--- src/source/host_settings.svh ---
/*
 * Host domain settings
 * Widths, L2 bank geometry, region bases and peripheral wait states
 */

`ifndef HOST_SETTINGS_SVH
`define HOST_SETTINGS_SVH

// Bus widths
`define HOST_ADDR_W     16
`define HOST_DATA_W     32
`define HOST_NUM_GPIO   16

// L2 geometry, word interleaved
`define L2_NB_BANKS     4
`define L2_BANK_WORDS   64
`define L2_BASE         16'h0000
`define L2_WORDS        (`L2_NB_BANKS * `L2_BANK_WORDS)

// Peripheral region
`define PERIPH_BASE     16'h8000
`define PERIPH_NB_REGS  4
`define PERIPH_WAIT     3

`endif
--- src/source/host_pkg.sv ---
/*
 * Host domain package
 * Address, data, L2 index and register-select types
 */

`include "host_settings.svh"

package host_pkg;

  typedef logic [`HOST_ADDR_W-1:0] addr_t;
  typedef logic [`HOST_DATA_W-1:0] data_t;

  // Low bits pick the bank, high bits the row
  localparam int unsigned L2_IDX_W = $clog2(`L2_WORDS);
  typedef logic [L2_IDX_W-1:0] l2_idx_t;

  // Peripheral register map, word offsets from PERIPH_BASE
  typedef enum logic [1:0] {
    REG_GPIO_OUT = 2'd0,
    REG_GPIO_DIR = 2'd1,
    REG_GPIO_IN  = 2'd2,
    REG_EXIT     = 2'd3
  } reg_sel_e;

endpackage

--- src/source/periph_regs.sv ---
/*
 * Peripheral registers
 * GPIO output, direction and input plus the exit register
 */

`timescale 1ns/1ps

`include "host_settings.svh"

module periph_regs
  import host_pkg::*;
(
  input  logic                      clk_i,
  input  logic                      rst_n_i,
  input  logic                      req_i,
  input  logic                      we_i,
  input  reg_sel_e                  sel_i,
  input  data_t                     wdata_i,
  output data_t                     rdata_o,
  output logic                      err_o,
  input  logic [`HOST_NUM_GPIO-1:0] gpio_in_i,
  output logic [`HOST_NUM_GPIO-1:0] gpio_out_o,
  output logic [`HOST_NUM_GPIO-1:0] gpio_dir_o,
  output data_t                     exit_o
);

  logic [`HOST_NUM_GPIO-1:0] gpio_out_q, gpio_dir_q;
  data_t                     exit_q;
  logic                      wr_en;

  // GPIO input is read-only
  assign err_o = req_i && we_i && (sel_i == REG_GPIO_IN);
  assign wr_en = req_i && we_i && (sel_i != REG_GPIO_IN);

  always_ff @(posedge clk_i or negedge rst_n_i) begin
    if (!rst_n_i) begin
      gpio_out_q <= '0;
      gpio_dir_q <= '0;
      exit_q     <= '0;
    end else if (wr_en) begin
      case (sel_i)
        REG_GPIO_OUT: gpio_out_q <= wdata_i[`HOST_NUM_GPIO-1:0];
        REG_GPIO_DIR: gpio_dir_q <= wdata_i[`HOST_NUM_GPIO-1:0];
        REG_EXIT:     exit_q     <= wdata_i;
        default:      ;
      endcase
    end
  end

  // Read mux, narrow registers zero-extended
  always_comb begin
    case (sel_i)
      REG_GPIO_OUT: rdata_o = data_t'(gpio_out_q);
      REG_GPIO_DIR: rdata_o = data_t'(gpio_dir_q);
      REG_GPIO_IN:  rdata_o = data_t'(gpio_in_i);
      default:      rdata_o = exit_q;
    endcase
  end

  assign gpio_out_o = gpio_out_q;
  assign gpio_dir_o = gpio_dir_q;
  assign exit_o     = exit_q;

  // Outputs move only after a write strobe from the bus FSM
  a_out_after_write : assert property (
    @(posedge clk_i) disable iff (!rst_n_i)
    !$stable({gpio_out_o, gpio_dir_o, exit_o}) |-> $past(req_i && we_i)
  ) else $error("periph_regs: output changed without a write");

endmodule

--- config.mk ---
export PLATFORM = sky130hd
export DESIGN_NAME = periph_regs
export DESIGN_NICKNAME = d
export VERILOG_FILES = /design/src/source/host_pkg.sv /design/src/source/periph_regs.sv
export VERILOG_INCLUDE_DIRS = /design/src /design/src/source
export SDC_FILE = /design/constraint.sdc
export NUM_CORES = 1
export LEC_CHECK = 0
export BUFFER_PORTS_ARGS = -buffer_cell sky130_fd_sc_hd__buf_2
export CAP_MARGIN = 25
export CORE_MARGIN = 2
export CORE_UTILIZATION = 35
export DETAILED_ROUTE_END_ITERATION = 10
export HOLD_SLACK_MARGIN = 0.12
export PLACE_DENSITY_LB_ADDON = 0.08
export SETUP_SLACK_MARGIN = 0.2
export SYNTH_ARGS = -nofsm -noshare
export SYNTH_HDL_FRONTEND = slang
export SYNTH_SLANG_ARGS = --single-unit
--- constraint.sdc ---
create_clock -name clk_i -period 1.41 [get_ports clk_i]
set_input_delay 0.141 -clock clk_i [delete_from_list [all_inputs] [get_ports clk_i]]
set_output_delay 0.141 -clock clk_i [all_outputs]
set_load 0.01 [all_outputs]
Yosys cells after proc, flatten, opt, wreduce, memory -nomap -nowiden --
Index checks and enable logic that the tools add are counted. W data, S select, Z words.
Cells by class: equality and inequality tests 4, mux-type cells 1, reductions and logical operators 7
Operator list (number):
- $pmux W32 S3 | 1
- $reduce_and A2 Y1 | 3
- $eq A2 B2 Y1 const B | 2
- $logic_and A1 B1 Y1 | 3
- $eq A2 B1 Y1 const B | 1
- $logic_not A2 Y1 | 1
- $ne A2 B2 Y1 const B | 1
Word-level totals: register bits 64, input bits 54, output and inout bits 97, logic and storage cells 15

Logic depth before layout (Yosys ltp) --
word-level depth 3, mapped depth 5, mapped depth without buffers 2

Least setup slack after synthesis --
Ideal clock, no wire load.
kind in2reg, start input port sel_i[0], end register gpio_out_q[0] (netlist: gpio_out_o[0]), library setup time 0.125 ns, data arrival time 1.190 ns, required time 1.285 ns, setup slack 0.095 ns, cell stages on the path 5, buffers on the path 3, cells stage by stage buf_4 -> nor4bb_1 -> buf_4 -> buf_6 -> mux2_2
Between the ends: word-level cells in the longest chain between the ends 3, elaborated cells on any way between the ends 4, classes of those cells eq/ne: 1; reduce/logical: 3
Ends and longest elaborated chain:
- from (decl) | line periph_regs.sv:17 | input reg_sel_e sel_i,
- $ne A2 B2 Y1 | line periph_regs.sv:33 | assign wr_en = req_i && we_i && (sel_i != REG_GPIO_IN);
- $logic_and A1 B1 Y1 | line periph_regs.sv:33
- $reduce_and A2 Y1 (no line) (*)
- to (signal assigned) | line periph_regs.sv:42 | REG_GPIO_OUT: gpio_out_q <= wdata_i[`HOST_NUM_GPIO-1:0];
- to (decl) | line periph_regs.sv:27 | logic [`HOST_NUM_GPIO-1:0] gpio_out_q, gpio_dir_q;
Every way passes the cells marked *; elsewhere a longest branch is shown, timed or not. A chain may end at the register's enable or synchronous reset.

Worst setup path after layout --
start register exit_q[0] (netlist: exit_o[0]), end output port rdata_o[0]
Between the ends: word-level cells in the longest chain between the ends 1
Ends and longest elaborated chain:
- from (decl) | line periph_regs.sv:28 | data_t exit_q;
- from (signal assigned) | line periph_regs.sv:44 | REG_EXIT: exit_q <= wdata_i;
- $pmux W32 S3 | line periph_regs.sv:52 | case (sel_i)
- to (decl) | line periph_regs.sv:19 | output data_t rdata_o,
Every way passes these cells.

==> impl_metrics.env <==
export IMPL_status="finished with violations"
export IMPL_violations="setup timing"
export IMPL_final_nets=460
export IMPL_p_leak_nw=2.442
export IMPL_io_buffers=150
export IMPL_root_buffer="clkbuf_8"
export IMPL_slew_violations=0
export IMPL_firstDrtPassIters=4
export IMPL_wl_per_cell_um=15.41
export IMPL_areaGrowthSynthToFinish_pct=64.09
export IMPL_die_w_um=95.23
export IMPL_yosysTopAreaCell="dfrtp_1"
export IMPL_initial_core_util=0.3581
export IMPL_cp_slowest_stage_delay_ns=0.49
export IMPL_setup_tns_ns=-0.8346
export IMPL_htree_num_levels=3
export IMPL_cp_top_family="multiplexers"
export IMPL_fmax_mhz=674.3
export IMPL_clock_sinks=64
export IMPL_drt_wl_total_mm=7.949
export IMPL_clock_latency_ns=0.32
export IMPL_power_density_nw_per_um2=1317
export IMPL_syn_num_nets=232
export IMPL_grt_pass1_wl_mm=12.11
export IMPL_grt_pass1_vias=2421
export IMPL_antenna_found_initial=0
export IMPL_rows=33
export IMPL_overflow=0
export IMPL_yosysTopAreaCellShare=0.5498
export IMPL_cp_max_fo=3
export IMPL_slowest_stage="mux4_2"
export IMPL_dp_hpwl_mm=5.290
export IMPL_setup_ws_ns=-0.07303
export IMPL_syn_area_um2=2913
export IMPL_ys_types=12
export IMPL_synth_ff_type="dfrtp_1"
export IMPL_crit_chain="mux4_2 > buf_6"
export IMPL_r2r_start="exit_o[1]"
export IMPL_dieArea_um2=9068
export IMPL_dp_worst_setup_slack_ns=0.001261
export IMPL_yosysSeqAreaShare=0.5498
export IMPL_hp_class="in2async"
export IMPL_holdWs_ns=0.3571
export IMPL_vias_per_cell=4.734
export IMPL_cts_tree="built"
export IMPL_finClkSkew_ns=0
export IMPL_relSlewSlack=0.7634
export IMPL_gp_congestion=0.6871
export IMPL_rsz0062_at_grt="true"
export IMPL_finalPower_mw=6.296
export IMPL_grtUsageTotal=0.1769
export IMPL_ys_ff_latch=64
export IMPL_yosys_warnings=0
export IMPL_gr_max_usage_layer="met2"
export IMPL_synth_common_cells="64 x dfrtp_1, 64 x mux2_2, 16 x and3_1, 16 x mux4_2, 7 x buf_2"
export IMPL_met2_usage=0.2846
export IMPL_finalCritPeriodShare=1.052
export IMPL_grtUsageMet3=0.04111
export IMPL_gr_usage_met1=0.2367
export IMPL_grt_max_degree=65
export IMPL_worst_setup_path_type="reg2out"
export IMPL_ioPinCount=151
export IMPL_drive_gt1_frac=0.7178
export IMPL_final_hold_viol_count=0
export IMPL_arrival_ns=1.34
export IMPL_place_inst=435
export IMPL_ys_top_cells_by_area="dfrtp_1 55%, mux2_2 25%, mux4_2 12%"
export IMPL_first_iter_violations=36
export IMPL_cts_buffers=9
export IMPL_netlist_instances=178
export IMPL_antenna_cells=0
export IMPL_critPathLaunchType="flop"
export IMPL_remaining_drc_errors=0
export IMPL_fillers=686
export IMPL_die_h_um=95.23
export IMPL_crit_path_start="exit_o[0]"
export IMPL_endpoint_kind="output port"
export IMPL_final_min_clock_period_ns=1.483
export IMPL_final_antenna_net_count=0
export IMPL_final_cells=516
export IMPL_ys_async_sr_fraction=1.000
export IMPL_avgSynthCellArea_um2=16.36
export IMPL_synth_edf_count=0
export IMPL_setup_viol=16
export IMPL_vias=2443
export IMPL_tightest_slew_ns=0.3543
export IMPL_clk_pin_slew_ns=0.07
export IMPL_cts_buffer_depth=2
export IMPL_cp_num_buf_inv=1
export IMPL_core_um2=8134
export IMPL_required_ns=1.27
export IMPL_irDropWorstVdd_uv=559.1
export IMPL_cap_violations=0
[per-layer routing]
metal / share of wire / up-vias
li1: - / 1124
met3: 0.060 / 8
met1: 0.43 / 1224
met4: 0.010 / 0
met2: 0.49 / 87
met5: 0 / -
[kinds of logic after synthesis]
kind of cell	after synthesis	synth area share
simple gates	20	0.05155
flops	64	0.5498
mux	80	0.3711
buf+inv	14	0.02749
[final timing paths]
| check | end | slack [ns] | depth (start not counted) |
|---|---|---|---|
| min | exit_o[6] | 0.36 | 3 |
| max reg2reg | exit_o[1] | 0.42 | 3 |
| min reg2reg | exit_o[23] | 0.52 | 1 |
| max | rdata_o[0] | -0.07 | 2 |
| max in group asynchronous | gpio_dir_o[5] | 0.77 | 3 |
| min in group clk_i | gpio_dir_o[3] | 0.44 | 3 |
[registers in the layout, summed over array words and instances (netlist names)]
signal      count
exit_o         32
gpio_dir_o     16
gpio_out_o     16
[cell type report]
| class | count | area [um2] | share of cell area |
|---|---|---|---|
| Sequential cell | 64 | 1602 | 0.3351 |
| Timing Repair Buffer | 231 | 1559 | 0.3262 |
| Multi-Input combinational cell | 100 | 1289 | 0.2696 |
| Clock buffer | 13 | 158.9 | 0.03325 |
| Tap cell | 105 | 131.4 | 0.02749 |
| Clock inverter | 3 | 40.04 | 0.008377 |
[repair_timing]
action	CTS	global route
cloned	0	0
resized for setup	1	16
endpoints found under the setup margin	16	30
hold buffers	33	0
endpoints found under the hold margin	128	0
buffers inserted	26	6
pin swaps	0	14
[metrics by stage]
step	utilization	area, um2
detailed placement	0.4810	3913
global placement	0.4810	3913
floorplan	-	2973
CTS	0.5708	4643
global route	0.5876	4780
finish	0.5876	4780
[layout by cell type (no fill, tap or decap)]
cell type | Yosys | layout
buf_2 | 7 | 137
dfrtp_1 | 64 | 64
mux2_2 | 64 | 54
buf_4 | 3 | 43
dlygate4sd3_1 | 0 | 33
mux4_2 | 16 | 16
buf_6 | 1 | 16
and3_1 | 16 | 15
clkbuf_8 | 0 | 11
mux2_4 | 0 | 10
clkinv_2 | 0 | 2
clkbuf_1 | 3 | 2
buf_12 | 0 | 2
and3_4 | 0 | 1
and4b_1 | 1 | 1
nor4bb_4 | 0 | 1
nand4b_4 | 1 | 1
nand4_1 | 1 | 1
bufinv_16 | 0 | 1
[tightest hold or removal path, delay by kind of cell]
kind	cells	cell delay (ns)
buffers and inverters	3	0.94
[report_power, final]
part | switching (mW) | total (mW) | internal [mW]
Combinational | 0.873 | 2.22 | 1.34
Clock | 0.662 | 1.57 | 0.909
Sequential | 0.265 | 2.51 | 2.24
(Power assumes the default switching activity.)
