`src/source/host_settings.svh`:
```
/*
 * Host domain settings
 * Widths, L2 bank geometry, region bases and peripheral wait states
 */

`ifndef HOST_SETTINGS_SVH
`define HOST_SETTINGS_SVH

// Bus widths
`define HOST_ADDR_W     16
`define HOST_DATA_W     32
`define HOST_NUM_GPIO   16

// L2 geometry, word interleaved
`define L2_NB_BANKS     4
`define L2_BANK_WORDS   64
`define L2_BASE         16'h0000
`define L2_WORDS        (`L2_NB_BANKS * `L2_BANK_WORDS)

// Peripheral region
`define PERIPH_BASE     16'h8000
`define PERIPH_NB_REGS  4
`define PERIPH_WAIT     3

`endif
```
`src/source/host_pkg.sv`:
```
/*
 * Host domain package
 * Address, data, L2 index and register-select types
 */

`include "host_settings.svh"

package host_pkg;

  typedef logic [`HOST_ADDR_W-1:0] addr_t;
  typedef logic [`HOST_DATA_W-1:0] data_t;

  // Low bits pick the bank, high bits the row
  localparam int unsigned L2_IDX_W = $clog2(`L2_WORDS);
  typedef logic [L2_IDX_W-1:0] l2_idx_t;

  // Peripheral register map, word offsets from PERIPH_BASE
  typedef enum logic [1:0] {
    REG_GPIO_OUT = 2'd0,
    REG_GPIO_DIR = 2'd1,
    REG_GPIO_IN  = 2'd2,
    REG_EXIT     = 2'd3
  } reg_sel_e;

endpackage

```
`src/source/host_bus_fsm.sv`:
```
/*
 * Host bus FSM
 * Takes one host request, decodes the region, steers the L2 or the
 * peripheral block and returns a single registered response
 */

`timescale 1ns/1ps

`include "host_settings.svh"

module host_bus_fsm
  import host_pkg::*;
(
  input  logic     clk_i,
  input  logic     rst_n_i,

  // Host side
  input  logic     req_i,
  input  logic     we_i,
  input  addr_t    addr_i,
  input  data_t    wdata_i,
  output logic     rsp_valid_o,
  output data_t    rdata_o,
  output logic     err_o,
  output logic     busy_o,

  // L2 side
  output logic     l2_req_o,
  output logic     l2_we_o,
  output l2_idx_t  l2_idx_o,
  output data_t    l2_wdata_o,
  input  data_t    l2_rdata_i,

  // Peripheral side
  output logic     per_req_o,
  output logic     per_we_o,
  output reg_sel_e per_sel_o,
  output data_t    per_wdata_o,
  input  data_t    per_rdata_i,
  input  logic     per_err_i,

  // Timer side
  output logic     tmr_start_o,
  input  logic     tmr_done_i
);

  typedef enum logic [2:0] {
    IDLE,
    L2_ACC,
    L2_RSP,
    PER_WAIT,
    ERR_RSP
  } state_e;

  state_e state_q, state_d;

  // Captured request, offset is relative to the hit region
  logic  we_q;
  addr_t off_q;
  data_t wdata_q;

  addr_t l2_off, per_off;
  logic  hit_l2, hit_per;

  logic  tmr_start_q;
  logic  rsp_now, rsp_err;
  data_t rsp_data;
  logic  rsp_valid_q, err_q;
  data_t rdata_q;

  // Region decode only
  assign l2_off  = addr_i - addr_t'(`L2_BASE);
  assign per_off = addr_i - addr_t'(`PERIPH_BASE);
  assign hit_l2  = (l2_off < addr_t'(`L2_WORDS));
  assign hit_per = (per_off < addr_t'(`PERIPH_NB_REGS));

  always_comb begin
    state_d  = state_q;
    rsp_now  = 1'b0;
    rsp_err  = 1'b0;
    rsp_data = '0;
    case (state_q)
      IDLE: begin
        if (req_i) begin
          if (hit_l2) begin
            state_d = L2_ACC;
          end else if (hit_per) begin
            state_d = PER_WAIT;
          end else begin
            state_d = ERR_RSP;
          end
        end
      end
      L2_ACC: state_d = L2_RSP;
      L2_RSP: begin
        rsp_now  = 1'b1;
        rsp_data = we_q ? '0 : l2_rdata_i;
        state_d  = IDLE;
      end
      PER_WAIT: begin
        // Peripheral strobe and its reply share the done cycle
        if (tmr_done_i) begin
          rsp_now  = 1'b1;
          rsp_err  = per_err_i;
          rsp_data = we_q ? '0 : per_rdata_i;
          state_d  = IDLE;
        end
      end
      ERR_RSP: begin
        rsp_now = 1'b1;
        rsp_err = 1'b1;
        state_d = IDLE;
      end
      default: state_d = IDLE;
    endcase
  end

  always_ff @(posedge clk_i or negedge rst_n_i) begin
    if (!rst_n_i) begin
      state_q     <= IDLE;
      tmr_start_q <= 1'b0;
      rsp_valid_q <= 1'b0;
      err_q       <= 1'b0;
    end else begin
      state_q     <= state_d;
      tmr_start_q <= (state_q == IDLE) && req_i && !hit_l2 && hit_per;
      rsp_valid_q <= rsp_now;
      err_q       <= rsp_err;
    end
  end

  // Request fields and read data
  always_ff @(posedge clk_i) begin
    if ((state_q == IDLE) && req_i) begin
      we_q    <= we_i;
      wdata_q <= wdata_i;
      off_q   <= hit_l2 ? l2_off : per_off;
    end
    if (rsp_now) begin
      rdata_q <= rsp_data;
    end
  end

  assign busy_o      = (state_q != IDLE);
  assign rsp_valid_o = rsp_valid_q;
  assign rdata_o     = rdata_q;
  assign err_o       = err_q;

  assign l2_req_o    = (state_q == L2_ACC);
  assign l2_we_o     = we_q;
  assign l2_idx_o    = l2_idx_t'(off_q);
  assign l2_wdata_o  = wdata_q;

  assign per_req_o   = (state_q == PER_WAIT) && tmr_done_i;
  assign per_we_o    = we_q;
  assign per_sel_o   = reg_sel_e'(off_q[1:0]);
  assign per_wdata_o = wdata_q;

  assign tmr_start_o = tmr_start_q;

  // Host keeps to one request in flight
  a_req_when_idle : assert property (
    @(posedge clk_i) disable iff (!rst_n_i)
    req_i |-> !busy_o
  ) else $error("host_bus_fsm: request while busy");

  // Exactly one response closes every busy window
  a_one_rsp : assert property (
    @(posedge clk_i) disable iff (!rst_n_i)
    rsp_valid_o == $fell(busy_o)
  ) else $error("host_bus_fsm: response does not match busy window");

endmodule

```
`config.mk`:
```
export PLATFORM = sky130hd
export DESIGN_NAME = host_bus_fsm
export DESIGN_NICKNAME = d
export VERILOG_FILES = /design/src/source/host_pkg.sv /design/src/source/host_bus_fsm.sv
export VERILOG_INCLUDE_DIRS = /design/src /design/src/source
export SDC_FILE = /design/constraint.sdc
export NUM_CORES = 1
export LEC_CHECK = 0
export BUFFER_PORTS_ARGS = -buffer_cell sky130_fd_sc_hd__buf_2
export CELL_PAD_IN_SITES_DETAIL_PLACEMENT = 1
export CELL_PAD_IN_SITES_GLOBAL_PLACEMENT = 1
export CORE_ASPECT_RATIO = 1.1
export CORE_MARGIN = 4
export CORE_UTILIZATION = 32
export CTS_CLUSTER_SIZE = 40
export DETAILED_ROUTE_END_ITERATION = 10
export PLACE_DENSITY = 0.94
export REMOVE_ABC_BUFFERS = 1
export SKIP_LAST_GASP = 1
export SLEW_MARGIN = 0
export SYNTH_ARGS = -nofsm -noshare
export SYNTH_HDL_FRONTEND = slang
export SYNTH_SLANG_ARGS = --single-unit
export TNS_END_PERCENT = 10
```
`constraint.sdc`:
```
create_clock -name clk_i -period 7.45 [get_ports clk_i]
set_clock_uncertainty 0.05 [all_clocks]
set_input_delay 0.3725 -clock clk_i [delete_from_list [all_inputs] [get_ports clk_i]]
set_output_delay 0.3725 -clock clk_i [all_outputs]
set_load 0.05 [all_outputs]
```
---- Yosys cells after proc, flatten, opt, wreduce, memory -nomap -nowiden ----
Cells that the tools add are included.
cells by class
  add/sub/neg operators ................... 1
  $lt $le $gt $ge ......................... 2
  equality and inequality tests ........... 6
  mux-type cells .......................... 14
  reduce and logical (&&, ||, !) cells .... 9
operator list
  cell                                                                            number
  32-bit 2-to-1 mux                                                               3
  32-bit case mux with 2 select lines                                             1
  16-bit by 3-bit less-than comparator with 1-bit output (second input constant)  1
  16-bit by 9-bit less-than comparator with 1-bit output (second input constant)  1
  16-bit subtractor (second input constant)                                       1
  3-bit 2-to-1 mux                                                                4
  3-bit case mux with 3 select lines                                              1
  8-bit 2-to-1 mux                                                                1
  3-bit by 2-bit equality test with 1-bit output (second input constant)          2
  1-bit logical AND                                                               4
  2-bit != test (second input constant)                                           2
  1-bit case mux with 2 select lines                                              2
  3-bit by 1-bit equality test with 1-bit output (second input constant)          1
  3-bit equality test (second input constant)                                     1
  3-bit zero test                                                                 1
  3-bit nonzero test                                                              1
  1-bit 2-to-1 mux                                                                2
  2-bit AND reduction                                                             1
  2-bit OR reduction                                                              1
  1-bit zero test                                                                 1
word-level totals
  register bits ........................... 79
  input bits .............................. 118
  output and inout bits ................... 114
  word-level logic and storage cells ...... 40

---- Logic depth before layout (Yosys ltp) ----
Gate-level depths: netlist of the first run.
  depth in word-level cells ............... 6
  gate-level depth with buffers ........... 6
  gate-level depth less buffers ........... 3

---- Least setup slack after synthesis of the first run ----
Ideal clock, no wire load.
  path kind ............................... register -> register
  start ................................... register state_q[2]
  end ..................................... register rdata_q[0] (netlist: rdata_o[0]) (enable)
  library setup time ...................... 0.427 ns
  arrival time ............................ 2.082 ns
  data required time ...................... 6.973 ns
  path slack .............................. 4.892 ns
  cell stages (with the launch flop) ...... 3
  path buffers ............................ 0
  period minus slack after synthesis ...... 2.558 ns
  cell sequence ........................... dfrtp_1 -> nand2b_1 -> o21ai_1
on the way
  longest elaborated chain between the ends .. 3
  elaborated cells between the ends (all ways) .. 5
  those cells by class .................... eq/ne (3); mux (1); reduce/logical (1)
RTL lines
  what                                                                                   line                 source
  from (decl)                                                                            host_bus_fsm.sv:55   state_e state_q, state_d;
  from (signal assigned)                                                                 host_bus_fsm.sv:125  state_q <= state_d;
  3-bit by 2-bit equality test with 1-bit output or 3-bit equality test (tied branches)  host_bus_fsm.sv:82   case (state_q)
  2-bit OR reduction (no source line)                                                    -
  1-bit case mux with 2 select lines *                                                   host_bus_fsm.sv:82
  via rsp_now                                                                            host_bus_fsm.sv:66   logic rsp_now, rsp_err;
  to (signal assigned)                                                                   host_bus_fsm.sv:140  rdata_q <= rsp_data;
  to (decl)                                                                              host_bus_fsm.sv:69   data_t rdata_q;
The timed path passes the listed nets; every way through them passes the cells marked *.
A chain may end at the register's enable or synchronous reset.

---- Worst setup path in the final report of the first run ----
  start ................................... register state_q[2]
  end ..................................... output per_req_o
on the way
  longest elaborated chain between the ends .. 2
RTL lines
  what                                            line                 source
  3-bit by 2-bit equality test with 1-bit output  host_bus_fsm.sv:154  assign per_req_o = (state_q == PER_WAIT) && tmr_done_i;
  1-bit logical AND                               host_bus_fsm.sv:154
  to (decl)                                       host_bus_fsm.sv:35   output logic per_req_o,
Every way passes these cells.

==> results by stage, run 1 <==
Global route:
- The number of global-route vias before repair is 2,716.
- The first-pass GRT wire length is 15,000 um.
- For this run the aggregate overflow at the end of global routing stands at 0.
- The largest net degree at the start of global routing is 43.
- Global routing used approximately 17% of the available tracks.
- The initial antenna violation count is 3.

Clocking:
- The clock insertion delay at the later pin of the skew report is 0.35 ns.
- Post-CTS repair changed the size of 0 cells.
- TritonCTS built the clock tree.
- For this design, the sink count on the clock tree is slightly below 80.
- Buffers inserted during clock tree synthesis total 9.
- The H-tree generated during clock tree synthesis spans 3 levels.
- The clock transition at the registers of the reported paths is 0.09 ns.
- The root buffer cell chosen for the clock tree is clkbuf_8.
- The maximum clock path buffer count is 2.

Layout:
- The layout overhead on the synthesized area is 37.31%.
- The ratio of cells with drive above 1 in the final layout is around three fifths.
- The final layout contains 535 nets.

STA:
- The routed design could run at a clock period as short as 2.196 ns.
- Setup total negative slack on the finished layout was measured at 0 ns.
- Based on the critical path, the design can be clocked at up to 0.4554 GHz.
- The number of pins with negative max-slew slack in the final report was 0.
- The number of failing hold endpoints at the final stage came to 0.
- Of the available clock period, the critical path in the final layout requires 29.47%.
- The slew at the pin closest to its max-slew limit is 1.249 ns.
- Setup repair after global routing left no endpoint under its margin.
- In this run the tightest slew margin relative to its limit is 16.65%.
- Setup violations remaining at the end of the flow were counted as 0.

Setup path:
- The startpoint of the most critical register-to-register path is state_q[1].
- The reg-to-reg setup timing slack is approximately 5.3 ns.
- The maximum fanout along the worst path is 34.
- The critical path arrival is between 1.5 and 2 ns.
- The required time at the worst-slack endpoint is 7.03 ns.
- Traced cell by cell, the critical path runs through and4b_1 -> buf_4 -> buf_2.
- The worst register-to-register path ends at rdata_o[28].
- The number of buffers and inverters on the critical path is 2.
- The sort of element at the start of the critical path is a flip-flop.
- The cell with the largest stage delay on the worst path is dfrtp_1.
- For the worst flop-to-flop path, the logic depth is 3.
- The critical path capture point type is a primary output.
- By startpoint and endpoint, the worst setup path is classified as flip-flop to primary output.
- For this run, the slowest stage of the critical path takes 0.47 ns.
- The cell family contributing the most delay on the critical path is buffers and inverters.

Routing:
- The detailed-route via count is 2,541.
- The initial DRC count is 87.
- The routed design uses 5098 um of met2 wire.
- The highest layer used for signal routing is met5.
- Dividing the detail-routed wire length by the instance count gives between 15 and 20 um.
- The met1 layer wirelength in the final routing is 3627 um.
- Wire segments on met3 add up to ~1100 um in the final route.
- The detail route stage leaves a number of antenna-violating nets equal to 0.
- In the routed design, unresolved DRC markers number 0.
- Dividing the detail-routed via count by the number of cells gives 4.680.
- The iteration count of the initial detailed-routing pass is 4.
- The aggregate routed wire length is 10,050 um.

Logic synthesis:
- In this run, synthesis produced a sequential element count of slightly below 80.
- The synthesis warning total is 0.
- The fraction of synthesized cell area taken by the top area cell type is around 68%.
- Ranked by total cell area, the synthesized netlist is headed by edfxtp_1 (68%), buf_4 (8.1%), a22oi_1 (7.4%), dfrtp_1 (4.6%), nor2_1 (4.1%).
- The most used flip-flop cell after synthesis is edfxtp_1.
- Yosys mapped a number of flops with a built-in enable equal to between 70 and 80.
- Among all cell types in the netlist, the one instantiated most often is edfxtp_1.
- The async set or reset register ratio after synthesis is 7.595%.
- The average footprint of a synthesized cell is 14.79 um2.
- The post-synthesis instance area is 0.003239 mm2.
- edfxtp_1 takes more of the synthesized area than any other cell.
- By count the netlist is led by edfxtp_1 (73), buf_4 (35), nor2_1 (35).
- The sequential fraction of the synthesis area is approximately 72%.
- In this run, distinct cell masters in the synthesized netlist total 26.
- Synthesis produced 219 cells.

Floorplanning:
- The floorplan step set the die height to 113.5 um.
- During I/O placement, the number of pins put on the boundary was 232.
- After floorplanning, the core was divided into 38 placement rows.
- The initial utilization of the core area, before any placement, comes to around a third.
- The die footprint is 0.01180 mm2.
- The overall die width is 103.9 um.
- The floorplan step defined a core boundary enclosing between 0.009 and 0.01 mm2.

Place:
- After legalization and detailed placement, the total HPWL measured 8178 um.
- The final estimated routing congestion in global placement is 0.7705.
- The count of buffers inserted at the top-level ports is 231.

Min path:
- The worst hold path startpoint is wdata_i[20].
- In this run the worst hold path is classified as input port to flip-flop.
- Along the worst hold path, the cell count comes to 1.
- The worst min-delay path endpoint is l2_wdata_o[20].

Power:
- The design draws 1.039 mW.
- The power spent charging and discharging nets is 324.9 uW.
- Summed over all cells, the static leakage comes to 1.901 nW.
- In this run switching power makes up 31.27% of total power.
- The maximum vdd drop is 0.00007808 V.
- The internal portion of the total power is 714.0 uW.
- Combinational cells account for 18.8% of the total power.
- Per report_power, the sequential group accounts for 50.0% of the total.
- The clock network power share is 31.2%.
- The total power divided by cell area is 233.5 mW/mm2.

Outcome:
- The run finished with clean final reports.

Run:
- The number of max-cap violations is 0.
[layer usage]
layer  up-vias  GRT usage (%)
li1       1178              -
met5         -              0
met4         6          7.979
met3        20          6.961
met1      1169          18.25
met2       168          28.74
[power groups by stage]
| stage | combinational, mW | sequential (mW) | clock [mW] |
|---|---|---|---|
| after floorplan | 0.0128 | 0.642 | 0 |
| after global placement | 0.194 | 0.528 | 0 |
| after detailed placement | 0.197 | 0.530 | 0 |
| after CTS | 0.197 | 0.520 | 0.339 |
| after global routing | 0.204 | 0.522 | 0.357 |
| final | 0.196 | 0.519 | 0.324 |
[cell type report]
class | instances | area (um2)
fillers | 1121 | 5441
flip-flops and latches | 79 | 2342
repair buffers | 234 | 1181
multi-input cells | 92 | 564.3
well taps | 120 | 150.1
clock buffers | 9 | 123.9
clock inverters | 7 | 80.08
inverters | 1 | 3.754
diodes | 1 | 2.502
[cells in the final DEF (no fill, tap or decap), drive strengths merged, types with 3 or more instances in the layout]
cell type / count
nand2: 4
nand2b: 4
edfxtp: 73
a22oi: 32
nor2: 35
buf: 233
dfrtp: 6
inv: 3
clkbuf: 9
[stage by stage]
step | cells | worst slack [ns] | util, % | area [um2] | hold slack, ns
2_1_floorplan | 172 | 4.888 | - | 2893 | 0.02691
3_3_place_gp | 525 | 5.455 | 42.79 | 4232 | 0.1521
3_5_place_dp | 525 | 5.298 | 42.79 | 4232 | 0.1553
4_1_cts | 542 | 5.221 | 44.95 | 4446 | 0.1129
5_1_grt | 542 | 5.118 | 44.95 | 4446 | 0.1090
6_report | 543 | 5.254 | 44.98 | 4448 | 0.1396
[logic make-up after synthesis]
logic type,after synthesis,share of synthesized area [%]
AO/OA/AOI/OAI,38,9.039
buffers and inverters,48,10.81
flip-flops,79,72.31
AND/OR/NAND/NOR,54,7.841
[state kept, by name (all words and copies together) (netlist names)]
signal / flops
l2_wdata_o: 32
rsp_valid_o: 1
off_q: 8
err_o: 1
tmr_start_o: 1
l2_we_o: 1
rdata_o: 32
state_q: 3
[worst max path at each step]
stage | from | depth (start not counted) | endpoint | slack (ns)
after floorplan | state_q[2] | 2 | rdata_o[0] | 4.89
after global placement | state_q[2] | 3 | rdata_o[27] | 5.45
after detailed placement | state_q[2] | 3 | rdata_o[2] | 5.30
after CTS | state_q[2] | 3 | per_req_o | 5.22
after global routing | state_q[1] | 3 | rdata_o[28] | 5.12
final | state_q[2] | 3 | per_req_o | 5.25
[what timing repair did]
action | CTS | global route
hold buffers | 1 | 0
setup buffers | 0 | 0
endpoints found under the hold margin | 6 | 0
Power figures use the tool's default switching activity.
==> run 2, diff against run 1 <==
- ABC_AREA: not set -> 1
- CORE_UTILIZATION: 32 -> 27
- PLACE_DENSITY: 0.94 -> 0.86
- clock period: 7.45 -> 1.9 ns (I/O delays scaled with it)
==> run 2 against run 1 <==
Effect of this change: non-clock buffer count rose by 46; routed wire length rose by 15%; flip-flop and latch count did not move; final cell count rose by 25%; die area rose by 23%; total power rose to 5.1 times the previous value; core utilization fell by 2.3 points; area after synthesis rose by 5.2%; critical path depth fell by 1; worst hold slack got worse by 0.12 ns; global-route usage fell by 1.2 points.
==> results by stage, run 2 <==
Global route:
- The initial antenna violation count was 4 (+1).
- The global-route usage over all layers is 15.60% (-1.2 points).
- The first-pass GRT wire length is 17,260 um (+15%).
- The largest net degree at the start of global routing is 51 (+19%).
- The number of global-route vias before repair is 3,274 (+21%).
- The aggregate global routing overflow is 0 (unchanged).

Logic synthesis:
- edfxtp_1 is the most common cell in the netlist.
- The sequential fraction of the synthesis area came to 68.75% (-3.6 points).
- The async set or reset register ratio after synthesis came to 7.595% (unchanged).
- The synthesis warning total came to 0 (unchanged).
- The number of flops mapped to enable cells by yosys is 73 (unchanged).
- The number of library cell types mapped by synthesis came to 21 (-19%).
- The number of cells produced by synthesis is 278 (+27%).
- In the synthesized netlist the dominant register cell turns out to be edfxtp_1.
- The post-synthesis instance area came to 0.003407 mm2 (+5.2%).
- The fraction of synthesized cell area taken by the top area cell type is 64.34% (-3.3 points).
- The count of state elements after synthesis is 79 (unchanged).
- Ranked by instance count, the synthesized netlist is headed by edfxtp_1 (73), nand2_1 (47), buf_4 (35).
- The biggest area consumer among synthesized cells is edfxtp_1.
- The average footprint of a synthesized cell is 12.26 um2 (-17%).
- Sorting the synthesized cells by area gives the leading types as edfxtp_1 (64%), buf_4 (7.7%), nand4_1 (5.9%), nand2_1 (5.2%), dfrtp_1 (4.4%).

STA:
- The post-route clock period utilization is 81.57%.
- The relative slew slack is 76.11% (+59 points).
- The minimum hold slack is 0.01536 ns (-0.1243 ns).
- The number of pins with negative max-slew slack in the final report is 0 (unchanged).
- The total negative slack is 0 ns (unchanged).
- The slew at the pin closest to its max-slew limit is 0.3584 ns (-0.8905 ns).
- Setup repair after global routing left no endpoint under its margin.
- Static timing analysis puts the maximum clock frequency at 0.6453 GHz.
- The time the final worst path needs with I/O delays and setup is around 1.5 ns.
- The worst path setup slack after routing is 0.3502 ns (-4.904 ns).
- The number of failing hold endpoints at the final stage is 0 (unchanged).
- The total setup violations reported at the end of the flow was 0 (unchanged).

Setup path:
- The sort of element at the start of the critical path is a flip-flop.
- The critical path capture point type is a primary output.
- The worst setup path is of the flip-flop to primary output kind.
- The reg-to-reg setup timing slack is 0.36 ns (-4.94 ns).
- The required time at the worst-slack endpoint is 1.75 ns (-5.28 ns).
- The critical path arrival is 1.40 ns (-0.37 ns).
- The maximum fanout along the worst path came to 4 (-88%).

Min path:
- The tightest min-delay check is of the input port to flip-flop type.

Clocking:
- The number of clock buffers inserted by TritonCTS came to 9 (unchanged).
- The clock insertion delay at the later pin of the skew report came to 0.33 ns (-0.02 ns).
- The number of hold-repair buffers added at the cts stage was 43 (+42).
- The clock tree root driver cell is clkbuf_16.
- The number of sinks on the clock net came to 79 (unchanged).
- The post-CTS repair timing setup buffer count is 0 (unchanged).
- The total number of H-tree levels is 3 (unchanged).
- The maximum clock path buffer count is 2 (unchanged).
- The clock transition at the registers of the reported paths is 0.07 ns (-0.02 ns).
- The quantity of gates resized following cts is 0 (unchanged).
- The clock tree from TritonCTS is built.

Power:
- The maximum vdd drop is 0.0005212 V (+570%).
- The static leakage was 2.342 nW (+23%).
- The total power divided by cell area is 1023 mW/mm2 (+340%).
- The final total power is 5.328 mW (+410%).

Layout:
- In the layout the commonest cells are buf_2 (231), edfxtp_1 (73), nand2_1 (47), dlygate4sd3_1 (43), nand4_1 (32).
- The final cell utilization of the core is 42.72% (-2.3 points).
- The summed area of non-filler cells in the final layout was 0.005209 mm2 (+17%).
- From synthesis to final layout, the design area changed by 52.88%.
- The fill cell instance count of the final layout is 1,382 (+23%).
- The area of combinational cells with multiple inputs is 673.1 um2 (+19%).
- The most common library cell in the layout ignoring fill and taps is buf_2.
- The non-filler instance count after layout was 680 (+25%).
- The final net count was 636 (+19%).
- The ratio of cells with drive above 1 in the final layout is 49.90% (-10 points).
- The combined flip-flop and latch cell area came to 0.002342 mm2 (unchanged).

Floorplanning:
- The die footprint is 0.01448 mm2 (+23%).
- The initial core utilization is 27.95% (-4.8 points).
- The total core area is 0.01219 mm2 (+23%).
- The height of the chip came to 125.8 um (+11%).
- The row count is 42 (+11%).
- The overall die width came to 115.1 um (+11%).
- The I/O pin count was 232 (unchanged).

Outcome:
- The run finished with clean final reports.

Run:
- The number of max-cap violations is 0 (unchanged).

Routing:
- The iteration count of the initial detailed-routing pass is 4 (unchanged).
- The remaining number of nets flagged by the antenna check after routing was 0 (unchanged).
- The routed wirelength normalized by instance count is 17.03 um (-8.0%).
- The aggregate routed wire length came to 11,580 um (+15%).
- The initial DRC count is 88 (+1.1%).
- The DRC violation count after routing is 0 (unchanged).
- The mean number of vias per cell is 4.474 (-4.4%).
- The detailed-route via count is 3,042 (+20%).

Place:
- The count of buffers inserted at the top-level ports is 231 (unchanged).
- The placement-stage worst setup slack is 0.3793 ns (-4.918 ns).
- The cell area reported after detailed placement is 0.004492 mm2 (+6.2%).
- The final estimated routing congestion in global placement is 0.7577 (-1.7%).
- The half-perimeter wire length after placement is 8622 um (+5.4%).
- The number of instances in the placed design is 618 (+18%).
run 2: cell count changes in the layout (fill, tap and decap cells not counted), sizes merged, moves of 4 or more:
cell         change
a22oi           -32
buf              +4
dlygate4sd3     +42
inv             +13
nand2           +45
nand2b           -4
nand3            +4
nand4           +32
nor2            -19
o21ai           +31
run 2: path summary, 6_finish.rpt:
path,from,depth (start not counted),end
max,state_q[2],2,l2_req_o
min,req_i,3,tmr_start_o
max reg2reg,l2_we_o,4,rdata_o[22]
min reg2reg,state_q[0],3,err_o
max in group asynchronous,rst_n_i,2,state_q[2]
min in group asynchronous,rst_n_i,2,tmr_start_o
run 2: kinds of logic (layout without fill, tap and decap cells):
| logic type | count (synthesis) | after routing | synth area share, % |
|---|---|---|---|
| buf+inv | 63 | 308 | 11.79 |
| simple gates | 103 | 103 | 14.51 |
| compound gates | 33 | 33 | 4.958 |
| other cells | 0 | 3 | 0 |
| flops | 79 | 79 | 68.75 |
run 2: metal layers:
layer  routed length, um  track usage [%]  vias to the layer above
li1                    -                -                     1445
met1                4056            16.28                     1392
met2                5920            28.10                      182
met3                1324            5.566                       19
met4                 250            6.215                        4
met5                  26                0                        -
run 2: where the power goes:
part	internal (mW)	switching (mW)	total, mW
combinational	0.356	1.15	1.51
sequential	2.13	0.0677	2.19
clock	0.899	0.728	1.63
run 2: layout make-up:
class	count	area share [%]
antenna	3	0.1441
clock inverter	7	1.033
clock buffer	9	4.324
multi-input combinational	136	12.92
inverter	12	0.8648
sequential	79	44.97
tap	154	3.699
timing repair buffer	280	32.04
run 2: critical path, cell delays in order, from the launching register on:
cell	delay [ns]
dfrtp_1	0.44
nor3_1	0.31
buf_2	0.33
